## src/include/icache_cfg.svh

```systemverilog
`ifndef ICACHE_CFG_SVH
`define ICACHE_CFG_SVH

// fetch address width
// also the width of one fetch word
`define ICACHE_ADDR_W 32

// byte offset inside a 64 byte line
`define ICACHE_OFS_W 6

// 128 lines
`define ICACHE_IDX_W 7

// what is left of the address above index and offset
`define ICACHE_TAG_W 19

// 32-bit words per line, so one burst is this many beats
`define ICACHE_BEATS 16

// word address into the data array, line index on top of beat
`define ICACHE_ARR_AW (`ICACHE_IDX_W + $clog2(`ICACHE_BEATS))

// top address nibble of the uncached region
`define ICACHE_UNC_HI 4'hA

`endif

```

## src/icache_pkg.sv

```systemverilog
`include "icache_cfg.svh"

package icache_pkg;

  // full fetch or memory address
  typedef logic [`ICACHE_ADDR_W-1:0] addr_t;

  // address fields
  typedef logic [`ICACHE_TAG_W-1:0] tag_t;
  typedef logic [`ICACHE_IDX_W-1:0] idx_t;

  // word position inside a line, also the burst beat count
  typedef logic [$clog2(`ICACHE_BEATS)-1:0] beat_t;

  // one instruction word
  typedef logic [`ICACHE_ADDR_W-1:0] word_t;

  // refill stage FSM
  // single is the one-beat uncached read
  typedef enum logic [1:0] {
    RF_IDLE,
    RF_BURST,
    RF_SINGLE
  } refill_state_t;

endpackage

```

## src/icache_refill_if.sv

```systemverilog
`timescale 1ns/1ps

interface icache_refill_if;

  // lookup stage asks for memory, held until done
  logic              req_valid;
  logic              req_uncached;
  icache_pkg::addr_t req_addr;

  // refill stage finished, one cycle
  logic              done;
  // line fill complete, tag and valid bit may be written
  logic              tag_we;
  // uncached read data, good together with done
  icache_pkg::word_t unc_word;

  modport lookup (
    output req_valid,
    output req_addr,
    output req_uncached,
    input  done,
    input  tag_we,
    input  unc_word
  );

  modport refill (
    input  req_valid,
    input  req_addr,
    input  req_uncached,
    output done,
    output tag_we,
    output unc_word
  );

endinterface

```

## src/icache_lookup.sv

```systemverilog
`timescale 1ns/1ps
`include "icache_cfg.svh"

module icache_lookup (
  input  logic                     clk,
  input  logic                     rst,
  input  logic                     fetch_valid_i,
  input  icache_pkg::addr_t        fetch_addr_i,
  output icache_pkg::word_t        fetch_rdata_o,
  output logic                     fetch_rvalid_o,
  output logic [`ICACHE_ARR_AW-1:0] rd_addr_o,
  input  icache_pkg::word_t        rd_data_i,
  icache_refill_if.lookup          rf
);

  // wait covers both the line fill and the uncached read
  typedef enum logic [1:0] {
    LK_IDLE,
    LK_LOOKUP,
    LK_WAIT
  } lk_state_t;

  lk_state_t                      state_q;
  icache_pkg::addr_t              addr_q;
  icache_pkg::tag_t               tag_mem [2**`ICACHE_IDX_W];
  logic [2**`ICACHE_IDX_W-1:0]    valid_q;

  icache_pkg::tag_t               cur_tag;
  icache_pkg::idx_t               cur_idx;
  icache_pkg::beat_t              cur_beat;
  logic                           uncached;
  logic                           hit;
  logic                           unc_done;

  // split the captured address
  assign cur_tag  = addr_q[`ICACHE_ADDR_W-1 -: `ICACHE_TAG_W];
  assign cur_idx  = addr_q[`ICACHE_OFS_W +: `ICACHE_IDX_W];
  assign cur_beat = addr_q[2 +: $bits(icache_pkg::beat_t)];

  // region decode on the top nibble
  assign uncached = (addr_q[`ICACHE_ADDR_W-1 -: 4] == `ICACHE_UNC_HI);

  // tag compare against the registered address
  assign hit = (state_q == LK_LOOKUP) && !uncached && valid_q[cur_idx] &&
               (tag_mem[cur_idx] == cur_tag);

  // uncached word arrives with done
  assign unc_done = (state_q == LK_WAIT) && rf.done && rf.req_uncached;

  assign fetch_rvalid_o = hit | unc_done;
  assign fetch_rdata_o  = uncached ? rf.unc_word : rd_data_i;

  // word read from the data array, same cycle
  assign rd_addr_o = {cur_idx, cur_beat};

  // request to the refill stage
  assign rf.req_valid    = (state_q == LK_WAIT);
  assign rf.req_addr     = addr_q;
  assign rf.req_uncached = uncached;

  always_ff @(posedge clk) begin
    if (rst) begin
      state_q <= LK_IDLE;
    end else begin
      case (state_q)
        LK_IDLE: begin
          if (fetch_valid_i) begin
            state_q <= LK_LOOKUP;
          end
        end
        LK_LOOKUP: begin
          // a hit with the next request presented keeps the pipe full
          if (!hit) begin
            state_q <= LK_WAIT;
          end else if (!fetch_valid_i) begin
            state_q <= LK_IDLE;
          end
        end
        LK_WAIT: begin
          if (rf.done) begin
            if (!rf.req_uncached) begin
              // same address again, hits now
              state_q <= LK_LOOKUP;
            end else if (fetch_valid_i) begin
              state_q <= LK_LOOKUP;
            end else begin
              state_q <= LK_IDLE;
            end
          end
        end
        default: state_q <= LK_IDLE;
      endcase
    end
  end

  // next request taken in idle or with any response
  always_ff @(posedge clk) begin
    if ((state_q == LK_IDLE) || fetch_rvalid_o) begin
      addr_q <= fetch_addr_i;
    end
  end

  // tag written once the whole line is in
  always_ff @(posedge clk) begin
    if (rf.tag_we) begin
      tag_mem[cur_idx] <= cur_tag;
    end
  end

  always_ff @(posedge clk) begin
    if (rst) begin
      valid_q <= '0;
    end else if (rf.tag_we) begin
      valid_q[cur_idx] <= 1'b1;
    end
  end

  // during a refill the only response is the uncached one with done
  a_rvalid_in_refill: assert property (@(posedge clk) disable iff (rst)
    fetch_rvalid_o && rf.req_valid |-> rf.done && !rf.tag_we);

  // request held until the refill stage answers
  a_req_hold: assert property (@(posedge clk) disable iff (rst)
    rf.req_valid && !rf.done |=> rf.req_valid);

endmodule

```

## src/flat_wrapper.sv

```systemverilog
// flat-port wrapper written by rule: the top's interface ports become plain ports
module icache_lookup_flat 
  (clk, rst, fetch_valid_i, fetch_addr_i, fetch_rdata_o, fetch_rvalid_o, rd_addr_o, rd_data_i, rf_req_valid, rf_req_addr, rf_req_uncached, rf_done, rf_tag_we, rf_unc_word);
  icache_refill_if rf_i ();
  input  logic clk;
  input  logic rst;
  input  logic fetch_valid_i;
  input  icache_pkg::addr_t fetch_addr_i;
  output icache_pkg::word_t fetch_rdata_o;
  output logic fetch_rvalid_o;
  output logic [`ICACHE_ARR_AW-1:0] rd_addr_o;
  input  icache_pkg::word_t rd_data_i;
  output wire logic [$bits(rf_i.req_valid)-1:0] rf_req_valid;
  output wire logic [$bits(rf_i.req_addr)-1:0] rf_req_addr;
  output wire logic [$bits(rf_i.req_uncached)-1:0] rf_req_uncached;
  input wire logic [$bits(rf_i.done)-1:0] rf_done;
  input wire logic [$bits(rf_i.tag_we)-1:0] rf_tag_we;
  input wire logic [$bits(rf_i.unc_word)-1:0] rf_unc_word;
  assign rf_req_valid = rf_i.req_valid;
  assign rf_req_addr = rf_i.req_addr;
  assign rf_req_uncached = rf_i.req_uncached;
  assign rf_i.done = rf_done;
  assign rf_i.tag_we = rf_tag_we;
  assign rf_i.unc_word = rf_unc_word;
  icache_lookup u_core (.clk(clk), .rst(rst), .fetch_valid_i(fetch_valid_i), .fetch_addr_i(fetch_addr_i), .fetch_rdata_o(fetch_rdata_o), .fetch_rvalid_o(fetch_rvalid_o), .rd_addr_o(rd_addr_o), .rd_data_i(rd_data_i), .rf(rf_i));
endmodule
```

## config.mk

```make
export PLATFORM = sky130hd
export DESIGN_NAME = icache_lookup_flat
export DESIGN_NICKNAME = d
export VERILOG_FILES = /design/src/icache_pkg.sv /design/src/icache_refill_if.sv /design/src/icache_lookup.sv /design/src/flat_wrapper.sv
export VERILOG_INCLUDE_DIRS = /design/src /design/src/include
export SDC_FILE = /design/constraint.sdc
export NUM_CORES = 2
export LEC_CHECK = 0
export BUFFER_PORTS_ARGS = -buffer_cell sky130_fd_sc_hd__clkbuf_2
export CELL_PAD_IN_SITES_DETAIL_PLACEMENT = 0
export CELL_PAD_IN_SITES_GLOBAL_PLACEMENT = 1
export CORE_MARGIN = 2
export CORE_UTILIZATION = 50
export CTS_CLUSTER_DIAMETER = 60
export DETAILED_ROUTE_END_ITERATION = 12
export PLACE_DENSITY_LB_ADDON = 0.25
export SLEW_MARGIN = 40
export SYNTH_ARGS = -nofsm -noshare
export SYNTH_HDL_FRONTEND = slang
export SYNTH_SLANG_ARGS = --single-unit
```

## constraint.sdc

```tcl
create_clock -name clk -period 5.29 [get_ports clk]
set_input_delay 0.529 -clock clk [delete_from_list [all_inputs] [get_ports clk]]
set_output_delay 0.529 -clock clk [all_outputs]
set_load 0.1 [all_outputs]
```

[Word level (Yosys, flattened, before mapping)]
Memories as Yosys holds them, arrays and structs flattened. A register that Yosys moved wholly into a read port is not among the register bits.
Cells that the tools add are included.
Word-level totals
  output and inout port bits: 78
  memories kept: 1
  bits of input ports: 101
  register bits: 162
  bits in writable memories: 2432
  word-level logic and storage cells: 40
Operators by class
  bitwise logic cells: 2
  $lt $le $gt $ge: 2
  reduce and logical (&&, ||, !) cells: 10
  eq/ne operators: 7
  mux-type cells: 15
Memories
  u_core.tag_mem: words 128, bits a word 19, rd ports 1, clocked after memory_dff 1, wr ports 1, RTL line icache_lookup.sv:25  | icache_pkg::tag_t tag_mem [2**`ICACHE_IDX_W];
Operators by type and width (count)
  $or A128 B128 Y128: 1
  $mux W32: 1
  $eq A19 B19 Y1: 1
  $mux W2: 5
  $lt A7 B8 Y1 const B: 1
  $bmux W1 S7: 1
  $demux W1 S7: 1
  $ge A7 B1 Y1 const B: 1
  $mux W7: 1
  $logic_and A1 B1 Y1: 6
  $pmux W2 S3: 1
  $mux W1: 5
  $eq A4 B4 Y1 const B: 1
  $ne A3 B3 Y1 const B: 1
  $reduce_and A3 Y1: 1
  $eq A2 B1 Y1 const B: 1
  $eq A2 B2 Y1 const B: 1
  $logic_not A2 Y1: 1
  $ne A2 B1 Y1 const B: 1
  $ne A2 B2 Y1 const B: 1
  $logic_not A1 Y1: 1
  $logic_or A1 B1 Y1: 1
  $or A1 B1 Y1: 1

[Longest topological paths before layout]
  word-level depth: 8
  depth in mapped cells: 18
  gate-level depth less buffers: 10

[Least setup slack after synthesis]
OpenSTA, ideal clock, no wires.
  path type: reg2out
  start point: register u_core.addr_q[29], in the netlist u_core.rf.req_addr[29]
  end point: output fetch_rdata_o[12]
  data required time: 4761 ps
  stages on the path, launching flop included: 5
  path buffers: 1
  data arrival time: 5738 ps
  path slack: -977 ps
  cells stage by stage: edfxtp_1 -> inv_1 -> nor4_1 -> clkbuf_1 -> mux2_2
Between the ends
  longest elaborated chain between the ends: 2
RTL lines
  from (decl): RTL line icache_lookup.sv:24  | icache_pkg::addr_t addr_q;
  from (signal assigned): RTL line icache_lookup.sv:99  | addr_q <= fetch_addr_i;
  $eq A4 B4 Y1 (no source line)
  named net rf_req_uncached: RTL line flat_wrapper.sv:15  | output wire logic [$bits(rf_i.req_uncached)-1:0] rf_req_uncached;
  $mux W32: RTL line icache_lookup.sv:51  | assign fetch_rdata_o = uncached ? rf.unc_word : rd_data_i;
  to (decl): RTL line flat_wrapper.sv:9  | output icache_pkg::word_t fetch_rdata_o;
The timed path passes the listed nets, and every way through them passes these cells.

==> flow_summary.yaml <==
run_status:
  status: "finished with violations"
  violations: "negative setup slack"
finish:
  synthToLayoutAreaGrowth_pct: 19.6
  nFillCells: 14400
  multi_input_area_um2: 24200
  register_area_um2: 76800
  drive_gt1_share_pct: 32.2
  fin_nets: 6260
  fin_cells: 9029
synth:
  synth_area_leader_cell: "edfxtp_1"
  synth_cells: 5276
  synth_ff_type: "edfxtp_1"
  yosysSeqAreaShare_pct: 75.5
  netlist_top_cells_area: "edfxtp_1 73%, mux4_2 10%, mux2i_1 3.7%"
  synth_edf_count: 2464
  ys_ff_latch: 2601
  syn_area_per_cell_um2: 19.3
  synth_fp_nets: 5377
  synth_async_sr_flop_share_pct: 0
  yosys_warnings: 0
  synth_top_area_share_pct: 72.8
  synth_area_um2: 102000
  synth_cell_types: 79
detailed_routing:
  firstDrtPassIters: 6
  vias_per_cell: 6.69
  finalWirelength_um: 348000
  drc: 0
  avgRoutedWirePerCell_um: 38.6
  vias: 60400
  ant_nets: 0
  drtIter0Drc: 10400
critical_path:
  critPathMaxFanout: 26
  path_class: "flip-flop to primary output"
  slowest_delay_ns: 0.55
  crit_arrival_ns: 5.32
  critical_path_required_ns: 4.76
  path_cells: "buf_12 -> buf_12 -> buf_12 -> mux4_2 -> o211ai_1 -> nand2_2 -> nor4b_1 -> nor4_1 -> nor4_2 -> buf_4 -> a2bb2o_2 -> nor4_4 -> buf_4 -> a31o_4 -> buf_12"
  worst_path_max_delay_cell: "mux4_2"
  end_kind: "primary output"
  crit_top_cell: "buf_12"
  start_kind: "flip-flop"
global_route:
  grt_use_total_pct: 33.4
  grt_max_degree: 94
  overflow: 0
  antenna_found_initial: 22
  grt_pass1_wl_um: 469000
  grt_pass1_vias: 56800
worst_hold_path:
  hp-start: "rst"
  hp-class: "primary input to flip-flop"
clock_tree:
  numCtsBuffers: 279
  cts_tree: "built"
  clockRootBuffer: "clkbuf_16"
  cts_buffer_depth: 4
  htree_num_levels: 5
  clkSinkCount: 2601
  clk_pin_slew_ns: 0.06
  clk_latency_ns: 0.95
floorplanning:
  start_util_pct: 50.3
  core_area_um2: 202000
  ios: 179
  dieWidth_um: 455
  num_rows: 165
  die_h_um: 455
  die_area_um2: 207000
timing:
  slew_viol_final: 0
  report.final.hold_viol_count: 0
  hold-worst-slack_ns: 0.0160
  period_share_pct: 111
  fin_crit_ns: 5.85
  relSlewSlack_pct: 32.2
  setup-tns-final_ns: -0.563
  fin_skew_ns: 0.0661
  tightest_slew_ns: 1.01
  setup_viol_count_final: 1
  rsz0062_at_grt: "true"
  setup_ws_ns: -0.563
  max_freq_ghz: 0.171
power:
  p_leak_uw: 0.0411
  power_density_nw_per_um2: 449
  ir_worst_vdd_v: 0.000440
  finalPower_uw: 54600
place:
  place.gp.congestion: 1.00
  dp_hpwl_um: 212000
  dp_slack_ns: -0.234
  io_buffers: 178
  dpl.cell_count: 8362
flow_run:
  maxCapViolations: 0
## registers in the layout (all words and copies together) (netlist names), named ones only
signal / cells
u_core.tag_mem: 2432
u_core.valid_q: 128
u_core.rf.req_addr: 32
u_core.state_q: 2
## synthesized netlist by cell type, types with 57 or more instances
master	n
buf_4	77
mux2_2	57
nand3_1	95
nor2_1	444
a22oi_1	157
edfxtp_1	2464
a21oi_1	57
mux4_2	473
clkbuf_1	109
nand2_1	166
buf_2	81
mux2i_1	372
dfxtp_1	137
## worst paths after layout
check	end	slack (ns)	depth (start not counted)
worst max-delay path	fetch_rvalid_o	-0.56	15
worst min-delay path	u_core.valid_q[90]	0.02	2
worst min register to register	u_core.valid_q[46]	0.47	2
worst max register to register	u_core.state_q[0]	0.30	16
## power by group
| part | total, µW | internal [µW] | switching (µW) |
|---|---|---|---|
| clock network | 18700 | 10900 | 7790 |
| logic | 12700 | 4960 | 7780 |
| registers | 23100 | 23000 | 164 |
## cell usage in the layout, fill, tap and decap left out, types with 54 or more instances in the layout
cell type  netlist  final
edfxtp_1      2464   2464
buf_4           77    535
mux4_2         473    473
mux2i_1        372    364
nor2_1         444    312
clkbuf_16        0    294
clkbuf_2         0    177
nand2_1        166    163
a22oi_1        157    148
dfxtp_1        137    131
nor2_2           0    116
nand3_1         95     91
buf_12           0     73
clkinv_1         2     60
mux2_2          57     57
clkbuf_1       109     57
a21oi_1         57     54
## cells by family (layout without fill, tap and decap cells)
kind of cell           count (synthesis)  after routing  share of synthesized area [%]
multiplexers                         902            902                           14.8
flip-flops                          2601           2601                           75.5
AO/OA/AOI/OAI                        502            502                           3.64
buffers and inverters                332           1404                           1.79
XOR/XNOR                              24             24                          0.207
AND/OR/NAND/NOR                      915            915                           4.06
other                                  0              9                              0
## area by class of cell
cell class / instances / share of cell area (%)
Clock buffer: 347 / 6.10
Multi-Input combinational cell: 2343 / 19.9
Timing Repair Buffer: 908 / 7.08
Inverter: 26 / 0.0813
Tap cell: 2672 / 2.75
Antenna cell: 9 / 0.0185
Clock inverter: 123 / 0.928
Sequential cell: 2601 / 63.1
## metal layers
metal	wire [µm]	up-vias	GRT usage [%]
li1	-	23300	-
met1	129000	31500	47.1
met2	155000	4725	49.3
met3	46900	797	9.28
met4	16500	22	14.0
met5	131	-	0
## per-stage QoR
step	utilization, %	area, µm²
2_1_floorplan	-	102000
3_3_place_gp	54.1	109000
3_5_place_dp	54.3	110000
4_1_cts	59.5	120000
5_1_grt	60.1	122000
6_report	60.2	122000
## what timing repair did
action	CTS	global route
gates resized for setup	89	105
pin swaps	21	33
setup buffers	70	61
gates cloned	12	9
hold buffers	35	0
endpoints found under the setup margin	33	1
hold endpoints to repair	35	0
## critical path, delay by kind of cell (launching register included)
kind / cells / cell delay [ns]
and+or+nand+nor: 5 / 1.40
buffers and inverters: 6 / 1.21
AOI/OAI and AO/OA: 3 / 0.81
muxes: 1 / 0.55
DFF: 1 / 0.40
Power figures use the tool's default switching activity.
