`src/include/icache_cfg.svh`:
```
`ifndef ICACHE_CFG_SVH
`define ICACHE_CFG_SVH

// fetch address width
// also the width of one fetch word
`define ICACHE_ADDR_W 32

// byte offset inside a 64 byte line
`define ICACHE_OFS_W 6

// 128 lines
`define ICACHE_IDX_W 7

// what is left of the address above index and offset
`define ICACHE_TAG_W 19

// 32-bit words per line, so one burst is this many beats
`define ICACHE_BEATS 16

// word address into the data array, line index on top of beat
`define ICACHE_ARR_AW (`ICACHE_IDX_W + $clog2(`ICACHE_BEATS))

// top address nibble of the uncached region
`define ICACHE_UNC_HI 4'hA

`endif

```
`src/icache_pkg.sv`:
```
`include "icache_cfg.svh"

package icache_pkg;

  // full fetch or memory address
  typedef logic [`ICACHE_ADDR_W-1:0] addr_t;

  // address fields
  typedef logic [`ICACHE_TAG_W-1:0] tag_t;
  typedef logic [`ICACHE_IDX_W-1:0] idx_t;

  // word position inside a line, also the burst beat count
  typedef logic [$clog2(`ICACHE_BEATS)-1:0] beat_t;

  // one instruction word
  typedef logic [`ICACHE_ADDR_W-1:0] word_t;

  // refill stage FSM
  // single is the one-beat uncached read
  typedef enum logic [1:0] {
    RF_IDLE,
    RF_BURST,
    RF_SINGLE
  } refill_state_t;

endpackage

```
`src/icache_refill_if.sv`:
```
`timescale 1ns/1ps

interface icache_refill_if;

  // lookup stage asks for memory, held until done
  logic              req_valid;
  logic              req_uncached;
  icache_pkg::addr_t req_addr;

  // refill stage finished, one cycle
  logic              done;
  // line fill complete, tag and valid bit may be written
  logic              tag_we;
  // uncached read data, good together with done
  icache_pkg::word_t unc_word;

  modport lookup (
    output req_valid,
    output req_addr,
    output req_uncached,
    input  done,
    input  tag_we,
    input  unc_word
  );

  modport refill (
    input  req_valid,
    input  req_addr,
    input  req_uncached,
    output done,
    output tag_we,
    output unc_word
  );

endinterface

```
`src/icache_refill.sv`:
```
`timescale 1ns/1ps
`include "icache_cfg.svh"

module icache_refill (
  input  logic                      clk,
  input  logic                      rst,
  icache_refill_if.refill           rf,
  output logic                      mem_arvalid_o,
  output icache_pkg::addr_t         mem_araddr_o,
  output logic [7:0]                mem_arlen_o,
  input  logic                      mem_rvalid_i,
  input  icache_pkg::word_t         mem_rdata_i,
  output logic                      fill_we_o,
  output logic [`ICACHE_ARR_AW-1:0] fill_addr_o,
  output icache_pkg::word_t         fill_data_o
);

  icache_pkg::refill_state_t state_q;
  icache_pkg::addr_t         araddr_q;
  icache_pkg::beat_t         beat_q;
  icache_pkg::word_t         unc_q;
  logic                      done_q;
  logic                      tag_we_q;

  logic                      start;
  logic                      beat_ok;
  logic                      last_beat;

  // done_q blocks a restart while req_valid is still up in the done cycle
  assign start = (state_q == icache_pkg::RF_IDLE) && rf.req_valid && !done_q;

  // valid held for the whole transfer
  assign mem_arvalid_o = (state_q != icache_pkg::RF_IDLE);
  assign mem_araddr_o  = araddr_q;
  assign mem_arlen_o   = (state_q == icache_pkg::RF_BURST) ? 8'(`ICACHE_BEATS - 1) : 8'd0;

  // memory data valid accepts one beat
  assign beat_ok   = mem_arvalid_o && mem_rvalid_i;
  assign last_beat = beat_ok && ((state_q == icache_pkg::RF_SINGLE) ||
                     (beat_q == icache_pkg::beat_t'(`ICACHE_BEATS - 1)));

  // every fill beat goes straight into the data array
  assign fill_we_o   = beat_ok && (state_q == icache_pkg::RF_BURST);
  assign fill_addr_o = {araddr_q[`ICACHE_OFS_W +: `ICACHE_IDX_W], beat_q};
  assign fill_data_o = mem_rdata_i;

  assign rf.done     = done_q;
  assign rf.tag_we   = tag_we_q;
  assign rf.unc_word = unc_q;

  always_ff @(posedge clk) begin
    if (rst) begin
      state_q  <= icache_pkg::RF_IDLE;
      beat_q   <= '0;
      done_q   <= 1'b0;
      tag_we_q <= 1'b0;
    end else begin
      // finish pulses come one cycle after the last beat
      done_q   <= last_beat;
      tag_we_q <= last_beat && (state_q == icache_pkg::RF_BURST);
      case (state_q)
        icache_pkg::RF_IDLE: begin
          if (start) begin
            beat_q  <= '0;
            state_q <= rf.req_uncached ? icache_pkg::RF_SINGLE : icache_pkg::RF_BURST;
          end
        end
        icache_pkg::RF_BURST: begin
          // stalls simply hold the counter
          if (beat_ok) begin
            beat_q <= beat_q + 1'b1;
            if (last_beat) begin
              state_q <= icache_pkg::RF_IDLE;
            end
          end
        end
        icache_pkg::RF_SINGLE: begin
          if (beat_ok) begin
            state_q <= icache_pkg::RF_IDLE;
          end
        end
        default: state_q <= icache_pkg::RF_IDLE;
      endcase
    end
  end

  // line fills start line aligned, uncached reads use the exact address
  always_ff @(posedge clk) begin
    if (start) begin
      if (rf.req_uncached) begin
        araddr_q <= rf.req_addr;
      end else begin
        araddr_q <= {rf.req_addr[`ICACHE_ADDR_W-1:`ICACHE_OFS_W], {`ICACHE_OFS_W{1'b0}}};
      end
    end
  end

  // uncached word kept for the done cycle
  always_ff @(posedge clk) begin
    if (beat_ok && (state_q == icache_pkg::RF_SINGLE)) begin
      unc_q <= mem_rdata_i;
    end
  end

  // no early drop of the memory request
  a_arvalid_hold: assert property (@(posedge clk) disable iff (rst)
    mem_arvalid_o && !last_beat |=> mem_arvalid_o);

endmodule

```
`src/flat_wrapper.sv`:
```
// flat-port wrapper written by rule: the top's interface ports become plain ports
module icache_refill_flat 
  (clk, rst, mem_arvalid_o, mem_araddr_o, mem_arlen_o, mem_rvalid_i, mem_rdata_i, fill_we_o, fill_addr_o, fill_data_o, rf_req_valid, rf_req_addr, rf_req_uncached, rf_done, rf_tag_we, rf_unc_word);
  icache_refill_if rf_i ();
  input  logic clk;
  input  logic rst;
  output logic mem_arvalid_o;
  output icache_pkg::addr_t mem_araddr_o;
  output logic [7:0] mem_arlen_o;
  input  logic mem_rvalid_i;
  input  icache_pkg::word_t mem_rdata_i;
  output logic fill_we_o;
  output logic [`ICACHE_ARR_AW-1:0] fill_addr_o;
  output icache_pkg::word_t fill_data_o;
  input wire logic [$bits(rf_i.req_valid)-1:0] rf_req_valid;
  input wire logic [$bits(rf_i.req_addr)-1:0] rf_req_addr;
  input wire logic [$bits(rf_i.req_uncached)-1:0] rf_req_uncached;
  output wire logic [$bits(rf_i.done)-1:0] rf_done;
  output wire logic [$bits(rf_i.tag_we)-1:0] rf_tag_we;
  output wire logic [$bits(rf_i.unc_word)-1:0] rf_unc_word;
  assign rf_i.req_valid = rf_req_valid;
  assign rf_i.req_addr = rf_req_addr;
  assign rf_i.req_uncached = rf_req_uncached;
  assign rf_done = rf_i.done;
  assign rf_tag_we = rf_i.tag_we;
  assign rf_unc_word = rf_i.unc_word;
  icache_refill u_core (.clk(clk), .rst(rst), .rf(rf_i), .mem_arvalid_o(mem_arvalid_o), .mem_araddr_o(mem_araddr_o), .mem_arlen_o(mem_arlen_o), .mem_rvalid_i(mem_rvalid_i), .mem_rdata_i(mem_rdata_i), .fill_we_o(fill_we_o), .fill_addr_o(fill_addr_o), .fill_data_o(fill_data_o));
endmodule
```
`config.mk`:
```
export PLATFORM = sky130hd
export DESIGN_NAME = icache_refill_flat
export DESIGN_NICKNAME = d
export VERILOG_FILES = /design/src/icache_pkg.sv /design/src/icache_refill_if.sv /design/src/icache_refill.sv /design/src/flat_wrapper.sv
export VERILOG_INCLUDE_DIRS = /design/src /design/src/include
export SDC_FILE = /design/constraint.sdc
export NUM_CORES = 1
export LEC_CHECK = 0
export ABC_AREA = 1
export BUFFER_PORTS_ARGS = -buffer_cell sky130_fd_sc_hd__buf_2
export CORE_MARGIN = 5
export CORE_UTILIZATION = 25
export CTS_BUF_LIST = sky130_fd_sc_hd__clkbuf_8
export CTS_CLUSTER_DIAMETER = 30
export CTS_CLUSTER_SIZE = 24
export DETAILED_ROUTE_END_ITERATION = 10
export PLACE_DENSITY = 0.65
export SLEW_MARGIN = 10
export SYNTH_ARGS = -nofsm -noshare
export SYNTH_HDL_FRONTEND = slang
export SYNTH_SLANG_ARGS = --single-unit
export TNS_END_PERCENT = 100
```
`constraint.sdc`:
```
create_clock -name clk -period 3.5 [get_ports clk]
set_clock_uncertainty 0.15 [all_clocks]
set_input_delay 0.7 -clock clk [delete_from_list [all_inputs] [get_ports clk]]
set_output_delay 0.7 -clock clk [all_outputs]
set_load 0.02 [all_outputs]
```
### Yosys cells after proc, flatten, opt, wreduce, memory -nomap -nowiden

Index checks and enable logic that the tools add are counted.
W data, S select, Z words.

* flip-flop bits (word level): 72
* latch bits: 0
* RAM bits: 0
* ROM bits: 0
* input bits: 69
* output and inout port bits: 119
* word-level logic and storage cells: 39
* memories: 0

* add/subtract/negate cells: 1
* $mul: 0
* divide/modulo/power cells: 0
* $lt $le $gt $ge: 0
* equality and inequality tests: 7
* shift operators: 0
* multiplexer cells: 10
* bitwise logic cells: 0
* reductions and logical operators: 14

Operator list (count)
* $mux W4: 3
* $mux W2: 5
* $ne A2 B1 Y1 const B: 4
* $pmux W4 S2: 1
* $logic_and A1 B1 Y1: 7
* $pmux W2 S3: 1
* $add A4 B1 Y4 const B: 1
* $eq A4 B4 Y1 const B: 1
* $reduce_and A4 Y1: 1
* $reduce_bool A2 Y1: 2
* $reduce_and A3 Y1: 1
* $eq A2 B1 Y1 const B: 1
* $eq A2 B2 Y1 const B: 1
* $logic_not A2 Y1: 1
* $logic_not A1 Y1: 1
* $logic_or A1 B1 Y1: 1

### Logic depth before layout (Yosys ltp)

* depth in word-level cells: 6
* mapped depth: 7
* mapped depth without buffers: 7

### Worst setup path after synthesis

OpenSTA, ideal clock, no wires.

* path kind: input-to-reg
* start: input port mem_rvalid_i
* end: register u_core.unc_q[0], in the netlist u_core.rf.unc_word[0] (enable)
* setup time: 0.461 ns
* data arrival time: 2.948 ns
* data required time: 2.889 ns
* setup slack: -0.059 ns
* stages on the path: 2
* path buffers: 0
* cell sequence: inv_1 nor3_1

* word-level cells in the longest chain between the ends: 2

Ends and longest elaborated chain
* start: declaration: RTL line flat_wrapper.sv:10 `input logic mem_rvalid_i;`
* $logic_and A1 B1 Y1: RTL line icache_refill.sv:38 `assign beat_ok = mem_arvalid_o && mem_rvalid_i;`
* $logic_and A1 B1 Y1: RTL line icache_refill.sv:100 `if (beat_ok && (state_q == icache_pkg::RF_SINGLE)) begin`
* end signal: assignment: RTL line icache_refill.sv:101 `unc_q <= mem_rdata_i;`
* end: declaration: RTL line icache_refill.sv:21 `icache_pkg::word_t unc_q;`

Every way passes these cells.
A chain may end at the register's enable or synchronous reset.

### Worst setup path in the final report

* start: register u_core.state_q[0]
* end: output port fill_we_o

* word-level cells in the longest chain between the ends: 3
* elaborated cells between the ends (all ways): 4
* classes of those cells: eq/ne: 1; reduce/logical: 3

Ends and longest elaborated chain
* start: declaration: RTL line icache_refill.sv:18 `icache_pkg::refill_state_t state_q;`
* start signal: assignment: RTL line icache_refill.sv:53 `state_q <= icache_pkg::RF_IDLE;`
* start signal: assignment: RTL line icache_refill.sv:65 `state_q <= rf.req_uncached ? icache_pkg::RF_SINGLE : icache_pkg::RF_BURST;`
* start signal: assignment: RTL line icache_refill.sv:73 `state_q <= icache_pkg::RF_IDLE;`
* $reduce_bool A2 Y1: RTL line icache_refill.sv:33 `assign mem_arvalid_o = (state_q != icache_pkg::RF_IDLE);`
* $logic_and A1 B1 Y1: RTL line icache_refill.sv:38
* $logic_and A1 B1 Y1 *: RTL line icache_refill.sv:43 `assign fill_we_o = beat_ok && (state_q == icache_pkg::RF_BURST);`
* end: declaration: RTL line flat_wrapper.sv:12 `output logic fill_we_o;`

Mark *: on every way between the ends. The rest lies on a longest branch, timed or not.

==> summary.txt <==
Synth
  – Yosys reg bits: 72
  – Yosys top cell area share: 70.4%
  – Synthesized area: 2730 µm²
  – Synth cell types: 20
  – Syn Area/Cell: 15.0 µm²
  – Post-synth EDFFs: 64
  – Post-Syn Instances: 182
  – Async set-reset flop share out of synthesis: 0%
  – Ys flop type: edfxtp_1
  – Yosys warning total: 0
  – Top cells by count, synth: edfxtp_1 (64), buf_4 (46), nand2_1 (13)
  – Seq/Total Area, Yosys: 76.3%
  – Area contributors post-synth: edfxtp_1 (70%), buf_4 (13%), dfxtp_1 (5.9%), nand3_1 (2.0%), nand2_1 (1.8%)
  – Count leader, synth: edfxtp_1
  – Synth area leader: edfxtp_1

Floorplanning
  – Core area: 10,700 µm²
  – Die Y-Extent: 114 µm
  – Width of the die: 114 µm
  – Starting density of the core: 25.4%
  – Full die area: 13,100 µm²
  – Row Count: 38
  – # IOs: 188

Timing
  – Slew HR: 56.8%
  – Period minus WS final: 2.28 ns
  – Slew Limit Fails: 0
  – Max Clock Freq: 438 MHz
  – Worst Tran Pin Value: 0.646 ns
  – Post-route setup TNS: 0 ns
  – Final Hold Viols: 0
  – Final period util: 65.2%
  – Setup-failing EPs final: 0
  – RSZ-0062 raised after global routing: false

GRT
  – Gr ovfl total: 0
  – Global-route wire length before repair: 9.57 mm
  – Global Route Usage Sum: 9.67%
  – Pin count of the biggest net entering global routing: 33
  – Number of global-route vias before repair: 1,809
  – Antenna violations before repair: 0

Placement
  – Hpwl dp: 5.26 mm
  – IO Port Bufs: 183
  – GPL Wtd Cong: 0.743

Pwr
  – PwrDens: 566 nW/µm²
  – Max VDD drop: 0.196 mV
  – P_leak: 1.69 nW

Run status
  – Outcome: completed

Run
  – Max_cap viols: 0

Detailed routing
  – 1st-iter DRT viols: 79
  – Drt drc: 0
  – Via count: 1,821
  – Final wirelength: 6.46 mm
  – Routed Antenna Nets: 0
  – DR pass1 iterations: 4
  – Vias/cell: 3.81
  – Wire per inst: 13.5 µm

Clocking
  – Cts bufs inserted: 9
  – Clock root buffer: clkbuf_8
  – CTS Buffer Depth: 2
  – CTS tree: yes
  – Worst-path clk slew: 0.08 ns
  – Htree depth: 3
  – Total setup buffers inserted after CTS: 0
  – Hold-fix buffers at CTS: 0
  – Worst-skew pair later-pin latency: 0.33 ns
  – CTS Sinks: 72
  – PostCTS Resize Cnt: 0

Min path
  – Hold Crit Class: input port to flop

Worst setup path
  – Critical Setup Path Class: flop to primary output
  – Crit. End Element: primary output
  – CP max FO: 8
  – Startpoint Class: flop
  – Worst path arrival time: 1.43 ns
  – Req. time, crit path: 2.65 ns

Finish
  – Nets: 403
  – Core Util, Final: 34.3%
  – Layout cells sized above 1: 61.2%
  – Antenna diodes: 0
  – Area Overhead vs Synth: 35.1%
flip-flops by register name, summed over array words and instances, names as in the netlist:
signal               flops
u_core.rf.done           1
u_core.mem_araddr_o     32
u_core.rf.unc_word      32
u_core.rf.tag_we         1
u_core.beat_q            4
u_core.state_q           2
cell families (layout without fill, tap and decap cells):
kind of cell               after synthesis  after routing  synth area share (%)
DFF                                     72             72                  76.3
buffers and inverters                   62            215                  14.9
and+or+nand+nor                         39             39                  6.97
AOI/OAI and AO/OA                        7              7                  1.28
adders and majority gates                1              1                 0.458
other                                    1              4                 0.137
worst max-delay path: stages, from the launching register on:
cell and delay (ns):
dfxtp_1 0.48, inv_2 0.11, nor2_4 0.19, nand2_2 0.11
inv_1 0.06, buf_2 0.15
through the flow:
step | total power (W) | cell area [µm²] | instances | setup slack (ns) | hold slack (ns)
after CTS | 0.00213 | 3690 | 478 | 1.19 | 0.354
after global placement | 0.00150 | 3500 | 462 | 1.41 | 0.379
after floorplan | 0.00138 | 2750 | 185 | 0.928 | 0.388
after detailed placement | 0.00150 | 3500 | 462 | 1.37 | 0.388
after global routing | 0.00220 | 3690 | 478 | 1.07 | 0.359
final | 0.00209 | 3690 | 478 | 1.22 | 0.388
routing by layer:
layer / vias to the layer above / global-route usage (%) / wire, µm
met3: 7 / 3.17 / 640
met1: 841 / 11.0 / 2360
met5: - / 0 / 0
met2: 96 / 16.3 / 3340
li1: 877 / - / -
met4: 0 / 4.75 / 116
final cells by class:
cell class	count	area, µm²
inverter	15	56.3
fill	1061	7060
multi-input combinational	51	264
sequential	72	2080
clock buffer	9	124
clock inverter	7	62.6
tap	140	175
timing repair buffer	184	923
final timing paths:
path	from	end	slack [ns]	depth (start not counted)
worst min register to register	u_core.beat_q[0]$_SDFFE_PP0P_	u_core.beat_q[0]$_SDFFE_PP0P_	0.41	2
worst min-delay path	rf_req_addr[28]	u_core.mem_araddr_o[28]$_DFFE_PP_	0.39	1
worst max-delay path	u_core.state_q[0]$_SDFFE_PP0P_	fill_we_o	1.22	5
worst max register to register	u_core.state_q[1]$_SDFFE_PP0P_	u_core.mem_araddr_o[14]$_DFFE_PP_	1.76	3
power by group:
part | internal, W | switching [W] | total, W
Sequential | 0.00103 | 0.0000300 | 0.00106
Combinational | 0.000123 | 0.000290 | 0.000413
Clock | 0.000321 | 0.000288 | 0.000609
layout by cell type (no fill, tap or decap):
cell	count
clkinv_1	2
ha_1	1
nor4_1	1
o21ai_1	1
inv_1	12
clkbuf_8	9
nand3_1	11
nand2_4	1
nor2_4	1
nor2_1	7
nor3_4	1
clkinvlp_4	2
clkinv_2	2
bufinv_16	1
buf_4	1
nand2_2	2
a21oi_1	6
conb_1	4
buf_2	183
edfxtp_1	64
nand2_1	13
nor2_2	1
inv_2	3
nand3b_1	1
dfxtp_1	8
(Power assumes the default switching activity.)
